`src/hdl/mem_bus_pkg.sv`:
```
/*
 * Memory bus definitions
 * Data and address widths shared by the Wishbone bus and the SRAM pins,
 * plus the split of the bus address space into SRAM and register space.
 */

package mem_bus_pkg;

    // Byte wide data on both the bus and the chip
    localparam int DATA_WIDTH = 8;

    // AS6C1008 is 128K deep
    localparam int RAM_ADDR_WIDTH = 17;

    // One extra bus address bit above the SRAM range
    localparam int WB_ADDR_WIDTH = RAM_ADDR_WIDTH + 1;

    // Set selects the timing registers
    // Clear selects the SRAM
    localparam int REG_SPACE_BIT = RAM_ADDR_WIDTH;

    // Register offsets in register space
    // Only bus address bit 0 is decoded there
    localparam logic REG_READ_WAIT  = 1'b0;
    localparam logic REG_WRITE_HOLD = 1'b1;

endpackage

```
`src/hdl/sram_timing_pkg.sv`:
```
/*
 * SRAM timing definitions
 * Clock period, conversion of data sheet nanosecond figures into whole
 * clock cycles, and the reset defaults of the controller's wait counts.
 * Figures are for an AS6C1008-55 class part.
 */

package sram_timing_pkg;

    // Wait counts live in 3 bit registers
    localparam int WAIT_WIDTH = 3;

    // 100 MHz system clock
    localparam int CLOCK_PERIOD_NS = 10;

    // Rounds up, a strobe may be longer than asked but never shorter
    function automatic int ns_to_cycles(input int ns);
        int cycles;
        cycles = (ns + CLOCK_PERIOD_NS - 1) / CLOCK_PERIOD_NS;
        return cycles;
    endfunction

    // Address and OE to valid data
    localparam int T_READ_ACCESS_NS = 55;

    // Minimum WE pulse width
    // Address setup and data hold are zero on this part
    localparam int T_WRITE_PULSE_NS = 45;

    // Reset values of the timing registers
    localparam logic [WAIT_WIDTH-1:0] READ_WAIT_DEFAULT =
        WAIT_WIDTH'(ns_to_cycles(T_READ_ACCESS_NS));
    localparam logic [WAIT_WIDTH-1:0] WRITE_HOLD_DEFAULT =
        WAIT_WIDTH'(ns_to_cycles(T_WRITE_PULSE_NS));

    // Shortest legal count
    // A write of zero is stored as this
    localparam logic [WAIT_WIDTH-1:0] WAIT_MIN = 1;

endpackage

```
`src/hdl/pet_sram_top.sv`:
```
/*
 * PET static RAM subsystem
 * Joins the address decoder, the timing register block and the SRAM
 * controller behind one Wishbone B4 pipelined port. Adds no latency of
 * its own. Stall comes from the SRAM controller alone.
 */
`timescale 1ns/100ps

module pet_sram_top (
    input  logic                                  wb_clock_i,
    input  logic                                  reset_i,

    // Wishbone bus from the master
    input  logic [mem_bus_pkg::WB_ADDR_WIDTH-1:0] wb_addr_i,
    input  logic [mem_bus_pkg::DATA_WIDTH-1:0]    wb_data_i,
    output logic [mem_bus_pkg::DATA_WIDTH-1:0]    wb_data_o,
    input  logic                                  wb_we_i,
    input  logic                                  wb_cycle_i,
    input  logic                                  wb_strobe_i,
    output logic                                  wb_stall_o,
    output logic                                  wb_ack_o,

    // SRAM pins
    output logic [mem_bus_pkg::RAM_ADDR_WIDTH-1:0] ram_addr_o,
    input  logic [mem_bus_pkg::DATA_WIDTH-1:0]     ram_data_i,
    output logic [mem_bus_pkg::DATA_WIDTH-1:0]     ram_data_o,
    output logic                                   ram_oe_o,
    output logic                                   ram_we_o,
    output logic                                   ram_data_oe_o
);

    logic                                   ram_strobe;
    logic                                   reg_strobe;
    logic                                   ram_ack;
    logic                                   reg_ack;
    logic [mem_bus_pkg::DATA_WIDTH-1:0]     ram_rd_data;
    logic [mem_bus_pkg::DATA_WIDTH-1:0]     reg_rd_data;
    logic [sram_timing_pkg::WAIT_WIDTH-1:0] read_wait;
    logic [sram_timing_pkg::WAIT_WIDTH-1:0] write_hold;

    // Request is taken only while not stalled
    // Keeps a held register request from acking during an SRAM access
    wb_target_decode wb_target_decode_inst (
        .wb_addr_i    (wb_addr_i),
        .wb_cycle_i   (wb_cycle_i),
        .wb_strobe_i  (wb_strobe_i && !wb_stall_o),
        .ram_strobe_o (ram_strobe),
        .reg_strobe_o (reg_strobe),
        .ram_ack_i    (ram_ack),
        .reg_ack_i    (reg_ack),
        .ram_data_i   (ram_rd_data),
        .reg_data_i   (reg_rd_data),
        .wb_ack_o     (wb_ack_o),
        .wb_data_o    (wb_data_o)
    );

    sram_timing_regs sram_timing_regs_inst (
        .wb_clock_i   (wb_clock_i),
        .reset_i      (reset_i),
        .reg_sel_i    (wb_addr_i[0]),
        .wb_data_i    (wb_data_i),
        .wb_we_i      (wb_we_i),
        .wb_strobe_i  (reg_strobe),
        .wb_data_o    (reg_rd_data),
        .wb_ack_o     (reg_ack),
        .read_wait_o  (read_wait),
        .write_hold_o (write_hold)
    );

    // Low address bits index the chip
    sram_ctrl sram_ctrl_inst (
        .wb_clock_i    (wb_clock_i),
        .reset_i       (reset_i),
        .wb_addr_i     (wb_addr_i[mem_bus_pkg::RAM_ADDR_WIDTH-1:0]),
        .wb_data_i     (wb_data_i),
        .wb_data_o     (ram_rd_data),
        .wb_we_i       (wb_we_i),
        .wb_strobe_i   (ram_strobe),
        .wb_stall_o    (wb_stall_o),
        .wb_ack_o      (ram_ack),
        .read_wait_i   (read_wait),
        .write_hold_i  (write_hold),
        .ram_oe_o      (ram_oe_o),
        .ram_we_o      (ram_we_o),
        .ram_data_oe_o (ram_data_oe_o),
        .ram_addr_o    (ram_addr_o),
        .ram_data_i    (ram_data_i),
        .ram_data_o    (ram_data_o)
    );

endmodule

```
`src/hdl/sram_ctrl.sv`:
```
/*
 * SRAM controller
 * Wishbone B4 pipelined peripheral for an asynchronous byte wide SRAM.
 * Each accepted access becomes one OE or WE strobe on the chip pins,
 * held for the read wait or write hold count from the timing registers.
 * Stall stays high from acceptance until the controller is ready again,
 * and a read adds one turnaround cycle so the chip can release the bus.
 */
`timescale 1ns/100ps

module sram_ctrl (
    input  logic                                    wb_clock_i,
    input  logic                                    reset_i,

    // Bus side, strobe already qualified with cycle
    input  logic [mem_bus_pkg::RAM_ADDR_WIDTH-1:0]  wb_addr_i,
    input  logic [mem_bus_pkg::DATA_WIDTH-1:0]      wb_data_i,
    output logic [mem_bus_pkg::DATA_WIDTH-1:0]      wb_data_o,
    input  logic                                    wb_we_i,
    input  logic                                    wb_strobe_i,
    output logic                                    wb_stall_o,
    output logic                                    wb_ack_o,

    // Strobe lengths in clock cycles
    input  logic [sram_timing_pkg::WAIT_WIDTH-1:0]  read_wait_i,
    input  logic [sram_timing_pkg::WAIT_WIDTH-1:0]  write_hold_i,

    // Chip pins
    output logic                                    ram_oe_o,
    output logic                                    ram_we_o,
    output logic                                    ram_data_oe_o,
    output logic [mem_bus_pkg::RAM_ADDR_WIDTH-1:0]  ram_addr_o,
    input  logic [mem_bus_pkg::DATA_WIDTH-1:0]      ram_data_i,
    output logic [mem_bus_pkg::DATA_WIDTH-1:0]      ram_data_o
);

    // One-hot states
    typedef enum logic [3:0] {
        READY      = 4'b0001,
        READING    = 4'b0010,
        TURNAROUND = 4'b0100,
        WRITING    = 4'b1000
    } state_t;

    state_t                                state;
    logic [sram_timing_pkg::WAIT_WIDTH-1:0] cycle_count;
    logic                                  accept;
    logic                                  read_done;
    logic                                  write_done;

    // Only idle controller takes a request
    assign accept = wb_strobe_i && (state == READY);

    // Counter holds the number of strobe cycles seen so far
    assign read_done  = (state == READING) && (cycle_count == read_wait_i);
    assign write_done = (state == WRITING) && (cycle_count == write_hold_i);

    // Drive the data pins exactly while writing
    assign ram_data_oe_o = ram_we_o;

    always_ff @(posedge wb_clock_i) begin
        if (reset_i) begin
            state       <= READY;
            cycle_count <= '0;
            wb_ack_o    <= 1'b0;
            wb_stall_o  <= 1'b0;
            ram_oe_o    <= 1'b0;
            ram_we_o    <= 1'b0;
        end else begin
            // Ack is a single cycle pulse
            wb_ack_o <= 1'b0;

            case (state)
                READY: begin
                    if (accept) begin
                        // First strobe cycle counts as one
                        cycle_count <= sram_timing_pkg::WAIT_MIN;
                        wb_stall_o  <= 1'b1;
                        ram_oe_o    <= !wb_we_i;
                        ram_we_o    <= wb_we_i;
                        state       <= wb_we_i ? WRITING : READING;
                    end
                end
                READING: begin
                    if (read_done) begin
                        // Data latched in the datapath block on this edge
                        wb_ack_o <= 1'b1;
                        ram_oe_o <= 1'b0;
                        state    <= TURNAROUND;
                    end else begin
                        cycle_count <= cycle_count + 1'b1;
                    end
                end
                TURNAROUND: begin
                    // Chip output goes high-Z, then ready again
                    wb_stall_o <= 1'b0;
                    state      <= READY;
                end
                WRITING: begin
                    if (write_done) begin
                        // Data and address have zero hold, release at once
                        wb_ack_o   <= 1'b1;
                        wb_stall_o <= 1'b0;
                        ram_we_o   <= 1'b0;
                        state      <= READY;
                    end else begin
                        cycle_count <= cycle_count + 1'b1;
                    end
                end
                default: begin
                    // Illegal encoding, drop any strobe and recover
                    wb_stall_o <= 1'b0;
                    ram_oe_o   <= 1'b0;
                    ram_we_o   <= 1'b0;
                    state      <= READY;
                end
            endcase
        end
    end

    // Address and data captured at acceptance
    // Held steady on the pins for the whole strobe
    always_ff @(posedge wb_clock_i) begin
        if (accept) begin
            ram_addr_o <= wb_addr_i;
            ram_data_o <= wb_data_i;
        end
        if (read_done) begin
            wb_data_o <= ram_data_i;
        end
    end

endmodule

```
`src/hdl/sram_timing_regs.sv`:
```
/*
 * SRAM timing registers
 * Wishbone register block with the controller's read wait and write hold
 * counts. Counts reset to values derived from the data sheet and can be
 * rewritten by software for faster or slower parts. Every access acks on
 * the following edge without stalling.
 */
`timescale 1ns/100ps

module sram_timing_regs (
    input  logic                                   wb_clock_i,
    input  logic                                   reset_i,

    // Bus address bit 0 picks the register
    input  logic                                   reg_sel_i,
    input  logic [mem_bus_pkg::DATA_WIDTH-1:0]     wb_data_i,
    input  logic                                   wb_we_i,
    input  logic                                   wb_strobe_i,
    output logic [mem_bus_pkg::DATA_WIDTH-1:0]     wb_data_o,
    output logic                                   wb_ack_o,

    // Levels into the SRAM controller
    output logic [sram_timing_pkg::WAIT_WIDTH-1:0] read_wait_o,
    output logic [sram_timing_pkg::WAIT_WIDTH-1:0] write_hold_o
);

    logic [sram_timing_pkg::WAIT_WIDTH-1:0] write_value;
    logic [sram_timing_pkg::WAIT_WIDTH-1:0] read_value;

    // Only the low bits are kept
    // Zero would mean no strobe at all, so clamp it
    assign write_value = (wb_data_i[sram_timing_pkg::WAIT_WIDTH-1:0] == '0)
        ? sram_timing_pkg::WAIT_MIN
        : wb_data_i[sram_timing_pkg::WAIT_WIDTH-1:0];

    // Selected register for readback
    assign read_value = (reg_sel_i == mem_bus_pkg::REG_WRITE_HOLD)
        ? write_hold_o
        : read_wait_o;

    always_ff @(posedge wb_clock_i) begin
        if (reset_i) begin
            wb_ack_o     <= 1'b0;
            read_wait_o  <= sram_timing_pkg::READ_WAIT_DEFAULT;
            write_hold_o <= sram_timing_pkg::WRITE_HOLD_DEFAULT;
        end else begin
            // One ack per accepted strobe
            wb_ack_o <= wb_strobe_i;

            if (wb_strobe_i && wb_we_i) begin
                if (reg_sel_i == mem_bus_pkg::REG_READ_WAIT) begin
                    read_wait_o <= write_value;
                end else begin
                    write_hold_o <= write_value;
                end
            end
        end
    end

    // Readback, count zero-extended to the bus width
    always_ff @(posedge wb_clock_i) begin
        if (wb_strobe_i) begin
            wb_data_o <= {
                {(mem_bus_pkg::DATA_WIDTH - sram_timing_pkg::WAIT_WIDTH){1'b0}},
                read_value
            };
        end
    end

endmodule

```
`src/hdl/wb_target_decode.sv`:
```
/*
 * Wishbone target decoder
 * Routes each bus request either to the SRAM controller or to the timing
 * registers by one address bit, and merges their acks and read data back
 * onto the master's response lines. Purely combinational.
 */
`timescale 1ns/100ps

module wb_target_decode (
    // Request from the master
    input  logic [mem_bus_pkg::WB_ADDR_WIDTH-1:0] wb_addr_i,
    input  logic                                  wb_cycle_i,
    input  logic                                  wb_strobe_i,

    // Per-target strobes
    output logic                                  ram_strobe_o,
    output logic                                  reg_strobe_o,

    // Per-target responses
    input  logic                                  ram_ack_i,
    input  logic                                  reg_ack_i,
    input  logic [mem_bus_pkg::DATA_WIDTH-1:0]    ram_data_i,
    input  logic [mem_bus_pkg::DATA_WIDTH-1:0]    reg_data_i,

    // Merged response to the master
    output logic                                  wb_ack_o,
    output logic [mem_bus_pkg::DATA_WIDTH-1:0]    wb_data_o
);

    logic bus_request;
    logic reg_space;

    // Strobe counts only inside a bus cycle
    assign bus_request = wb_cycle_i && wb_strobe_i;

    // Upper bus address bit splits the map
    assign reg_space = wb_addr_i[mem_bus_pkg::REG_SPACE_BIT];

    assign ram_strobe_o = bus_request && !reg_space;
    assign reg_strobe_o = bus_request && reg_space;

    // One access in flight, so at most one ack at a time
    assign wb_ack_o = ram_ack_i || reg_ack_i;

    // Data follows whichever target is acking
    // SRAM data is the idle default
    always_comb begin
        if (reg_ack_i) begin
            wb_data_o = reg_data_i;
        end else begin
            wb_data_o = ram_data_i;
        end
    end

endmodule

```
`config.mk`:
```
export PLATFORM = sky130hd
export DESIGN_NAME = pet_sram_top
export DESIGN_NICKNAME = d
export VERILOG_FILES = /design/src/hdl/mem_bus_pkg.sv /design/src/hdl/sram_timing_pkg.sv /design/src/hdl/pet_sram_top.sv /design/src/hdl/sram_ctrl.sv /design/src/hdl/sram_timing_regs.sv /design/src/hdl/wb_target_decode.sv
export SDC_FILE = /design/constraint.sdc
export NUM_CORES = 1
export LEC_CHECK = 0
export BUFFER_PORTS_ARGS = -buffer_cell sky130_fd_sc_hd__buf_4
export CAP_MARGIN = 0
export CORE_AREA = 2 2 73 75
export CTS_BUF_LIST = sky130_fd_sc_hd__clkbuf_4 sky130_fd_sc_hd__clkbuf_8
export CTS_CLUSTER_DIAMETER = 80
export DETAILED_ROUTE_END_ITERATION = 10
export DIE_AREA = 0 0 75 77
export HOLD_SLACK_MARGIN = 0.15
export PLACE_DENSITY = 0.81
export SYNTH_ARGS = -nofsm -noshare
export SYNTH_HDL_FRONTEND = slang
export SYNTH_SLANG_ARGS = --single-unit
```
`constraint.sdc`:
```
create_clock -name wb_clock_i -period 1.9 [get_ports wb_clock_i]
set_input_delay 0.38 -clock wb_clock_i [delete_from_list [all_inputs] [get_ports wb_clock_i]]
set_output_delay 0.38 -clock wb_clock_i [all_outputs]
set_load 0.01 [all_outputs]
```
==> impl_metrics.toml <==
[drt]
final_antenna_net_count = 0
via_count = 1607
route.final.wire_length_um = 4490
drt-wirelength-per-cell_um = 13.8
drcViolationCount = 0
dr.pass1.iters = 4
wl_met3_um = 247
wl_met1_um = 1790
first_iter_violations = 78
wl_met2_um = 2330
viasPerCell = 4.93
dr.max_layer_used = "met4"

[sta]
clock_skew_ns = 0.0103
finalSetupTns_ns = 0
grt_setup_unrepaired = "false"
final-max-slew-violation-count = 0
worstMarginPinSlew_ns = 0.390
relSlewSlack = 0.739
finalCritPeriodShare = 0.890
worst_hold_slack_ns = 0.250
fmax_mhz = 592
hold_violations = 0
post-route-min-period_ns = 1.69
setup-violations-final = 0

[logic_synthesis]
yosysSeqAreaShare = 0.646
ys_warn_count = 0
synth_nets = 215
synth-async-reset-ratio = 0
avgSynthCellArea_um2 = 12.7
syn_area_mm2 = 0.00223
synth-seq-cells = 54
syn_inst = 175
synth_ff_type = "edfxtp_1"
ys_types = 46
synth-edff-count = 36

[setup_path]
crit_path_start = "sram_timing_regs_inst.wb_ack_o$_SDFF_PP0_"
reg2reg_slack_ns = 0.28
worstSetupPathType = "register to output port"
worstReg2RegStart = "sram_ctrl_inst.state[2]$_SDFFE_PP0P_"
cp_max_fo = 9
cp-end-kind = "output port"
startpoint_type = "register"
r2r-end = "sram_ctrl_inst.ram_addr_o[14]$_DFFE_PP_"
cp.arrival_ns = 1.31
worst_ep_required_time_ns = 1.52
rr_worst_depth = 4
endpoint = "wb_data_o[2]"

[clock_tree]
holdBufCountCts = 0
htreeDepth = 2
cts.reportedPaths.clkPinSlew_ns = 0.09
clock-root-buffer = "clkbuf_8"
clk_latency_ns = 0.30
postCtsSetupBuffers = 0
clock_sinks = 54
cts_max_path_buffers = 2
cts_resized = 0
cts_made_buffers = 5
cts_tree = "built"

[pwr]
internal-power_w = 0.00168
power_leakage_nw = 1.18
clock_power_share = 0.296
p_seq_frac = 0.612
irDropWorstVdd_v = 0.000338
combPwrFrac = 0.092
p_per_area_mw_per_mm2 = 707
total_power_w = 0.00212
p_sw_frac = 0.205
switchingPower_w = 0.000434

[final_layout]
multiInputGateArea_um2 = 732
diodes = 0
nNetsFinal = 295
fill_cells = 416
regArea_mm2 = 0.00144
drive_gt1_frac = 0.410
syn_to_final_growth_pct = 34.3

[die]
die_w_um = 75
dieArea_mm2 = 0.00578
start_util = 0.448
io_pins = 77
num_rows = 26
core_area_mm2 = 0.00498
die_h_um = 77

[grt]
grt_max_degree = 26
antenna_found_initial = 0
grt_pass1_vias = 1510
grt_pass1_wl_um = 7010
grt_overflow = 0
track_usage = 0.161

[placement]
dpl.hpwl_um = 3400
portBuffers = 76
gp_congestion = 0.812

[run]
cap_violations = 0

[min_path]
hold_path_class = "primary input to register"

[status]
outcome = "finished, final reports clean"
[how the worst min path moves through the flow]
stage | startpoint | cells past startpoint | to | slack (ns)
4_1_cts | wb_addr_i[9] | 1 | sram_ctrl_inst.ram_addr_o[9]$_DFFE_PP_ | 0.24
2_1_floorplan | sram_timing_regs_inst.write_hold_o[0]$_SDFFE_PP1P_ | 1 | sram_timing_regs_inst.write_hold_o[0]$_SDFFE_PP1P_ | 0.47
6_report | ram_data_i[1] | 1 | sram_ctrl_inst.wb_data_o[1]$_DFFE_PP_ | 0.25
5_1_grt | wb_addr_i[15] | 1 | sram_ctrl_inst.ram_addr_o[15]$_DFFE_PP_ | 0.23
3_5_place_dp | sram_ctrl_inst.ram_data_oe_o$_SDFFE_PP0P_ | 2 | sram_ctrl_inst.ram_data_oe_o$_SDFFE_PP0P_ | 0.49
3_3_place_gp | sram_ctrl_inst.ram_data_oe_o$_SDFFE_PP0P_ | 2 | sram_ctrl_inst.ram_data_oe_o$_SDFFE_PP0P_ | 0.48
[power by group through the flow]
stage               registers [W]   logic, W  clock network [W]
global placement          0.00132   0.000192                  0
finish                    0.00130   0.000194           0.000627
detailed placement        0.00132   0.000194                  0
floorplan                 0.00133  0.0000724                  0
global route              0.00130   0.000212           0.000696
CTS                       0.00130   0.000195           0.000650
[critical path, cell delays in order, from the launching register on]
cell,delay (ns)
dfxtp_1,0.50
mux2_2,0.37
buf_4,0.14
[layer usage]
metal,global-route usage,up-vias
met2,0.264,51
met5,0,-
met1,0.191,746
met3,0.0420,11
met4,0.0768,0
li1,-,799
[through the flow]
step / cells / area (um^2) / utilization / setup slack [ns]
floorplan: 175 / 2230 / - / 0.0727
global placement: 318 / 2900 / 0.583 / 0.300
detailed placement: 318 / 2900 / 0.583 / 0.283
CTS: 326 / 3000 / 0.602 / 0.185
global route: 326 / 3000 / 0.602 / 0.0733
finish: 326 / 3000 / 0.602 / 0.210
[sequential cells by signal, summed over array words and instances (netlist names)]
register                            cells
sram_ctrl_inst.ram_data_oe_o            1
sram_timing_regs_inst.read_wait_o       3
sram_ctrl_inst.state                    4
sram_timing_regs_inst.write_hold_o      3
sram_timing_regs_inst.wb_data_o         3
sram_ctrl_inst.ram_oe_o                 1
sram_ctrl_inst.ram_data_o               8
sram_ctrl_inst.ram_addr_o              17
sram_ctrl_inst.cycle_count              3
sram_ctrl_inst.wb_stall_o               1
sram_ctrl_inst.wb_ack_o                 1
sram_ctrl_inst.wb_data_o                8
sram_timing_regs_inst.wb_ack_o          1
[layout make-up]
cell class	count	share of cell area
Sequential cell	54	0.481
Clock buffer	7	0.0280
Inverter	4	0.00501
Multi-Input combinational cell	108	0.244
Timing Repair Buffer	82	0.210
Tap cell	70	0.0292
Clock inverter	1	0.00251
[synthesized netlist by cell type (2+ instances only)]
master	instances	area [um^2]
nand2b_1	4	25.0
a211o_1	2	17.5
inv_1	4	15.0
mux2_2	7	78.8
nand2_1	10	37.5
nor2_1	15	56.3
edfxtp_1	36	1080
nand3b_1	5	37.5
dfxtp_1	18	360
clkbuf_1	5	18.8
o21ai_0	4	20.0
buf_2	2	10.0
xnor2_1	7	61.3
nor3_1	2	10.0
nand4_1	4	25.0
a21oi_1	5	25.0
nand3_1	7	35.0
mux2i_1	2	20.0
or2_2	2	12.5
nor2b_1	8	50.1
[cell usage in the layout, fill, tap and decap left out, drive strengths merged, types with 2 or more instances in the layout]
| cell | instances |
|---|---|
| mux2i | 2 |
| nor3 | 2 |
| edfxtp | 36 |
| nor2 | 15 |
| nand2 | 10 |
| clkbuf | 7 |
| inv | 4 |
| or2 | 2 |
| mux2 | 7 |
| nand3b | 5 |
| xnor2 | 7 |
| nand2b | 4 |
| a21oi | 5 |
| nand3 | 7 |
| o21ai | 4 |
| and2b | 2 |
| dfxtp | 18 |
| a211o | 2 |
| nor2b | 8 |
| nand4 | 4 |
| buf | 82 |
[kinds of logic (layout without fill, tap and decap cells)]
kind of cell	count (synthesis)	in the layout	synth area share
adders and majority gates	1	1	0.00561
buffers and inverters	13	94	0.0253
muxes	9	9	0.0443
and+or+nand+nor	64	64	0.158
DFF	54	54	0.646
xor gates and xnor gates	7	7	0.0275
AOI/OAI and AO/OA	27	27	0.0932
(Power assumes the default switching activity.)
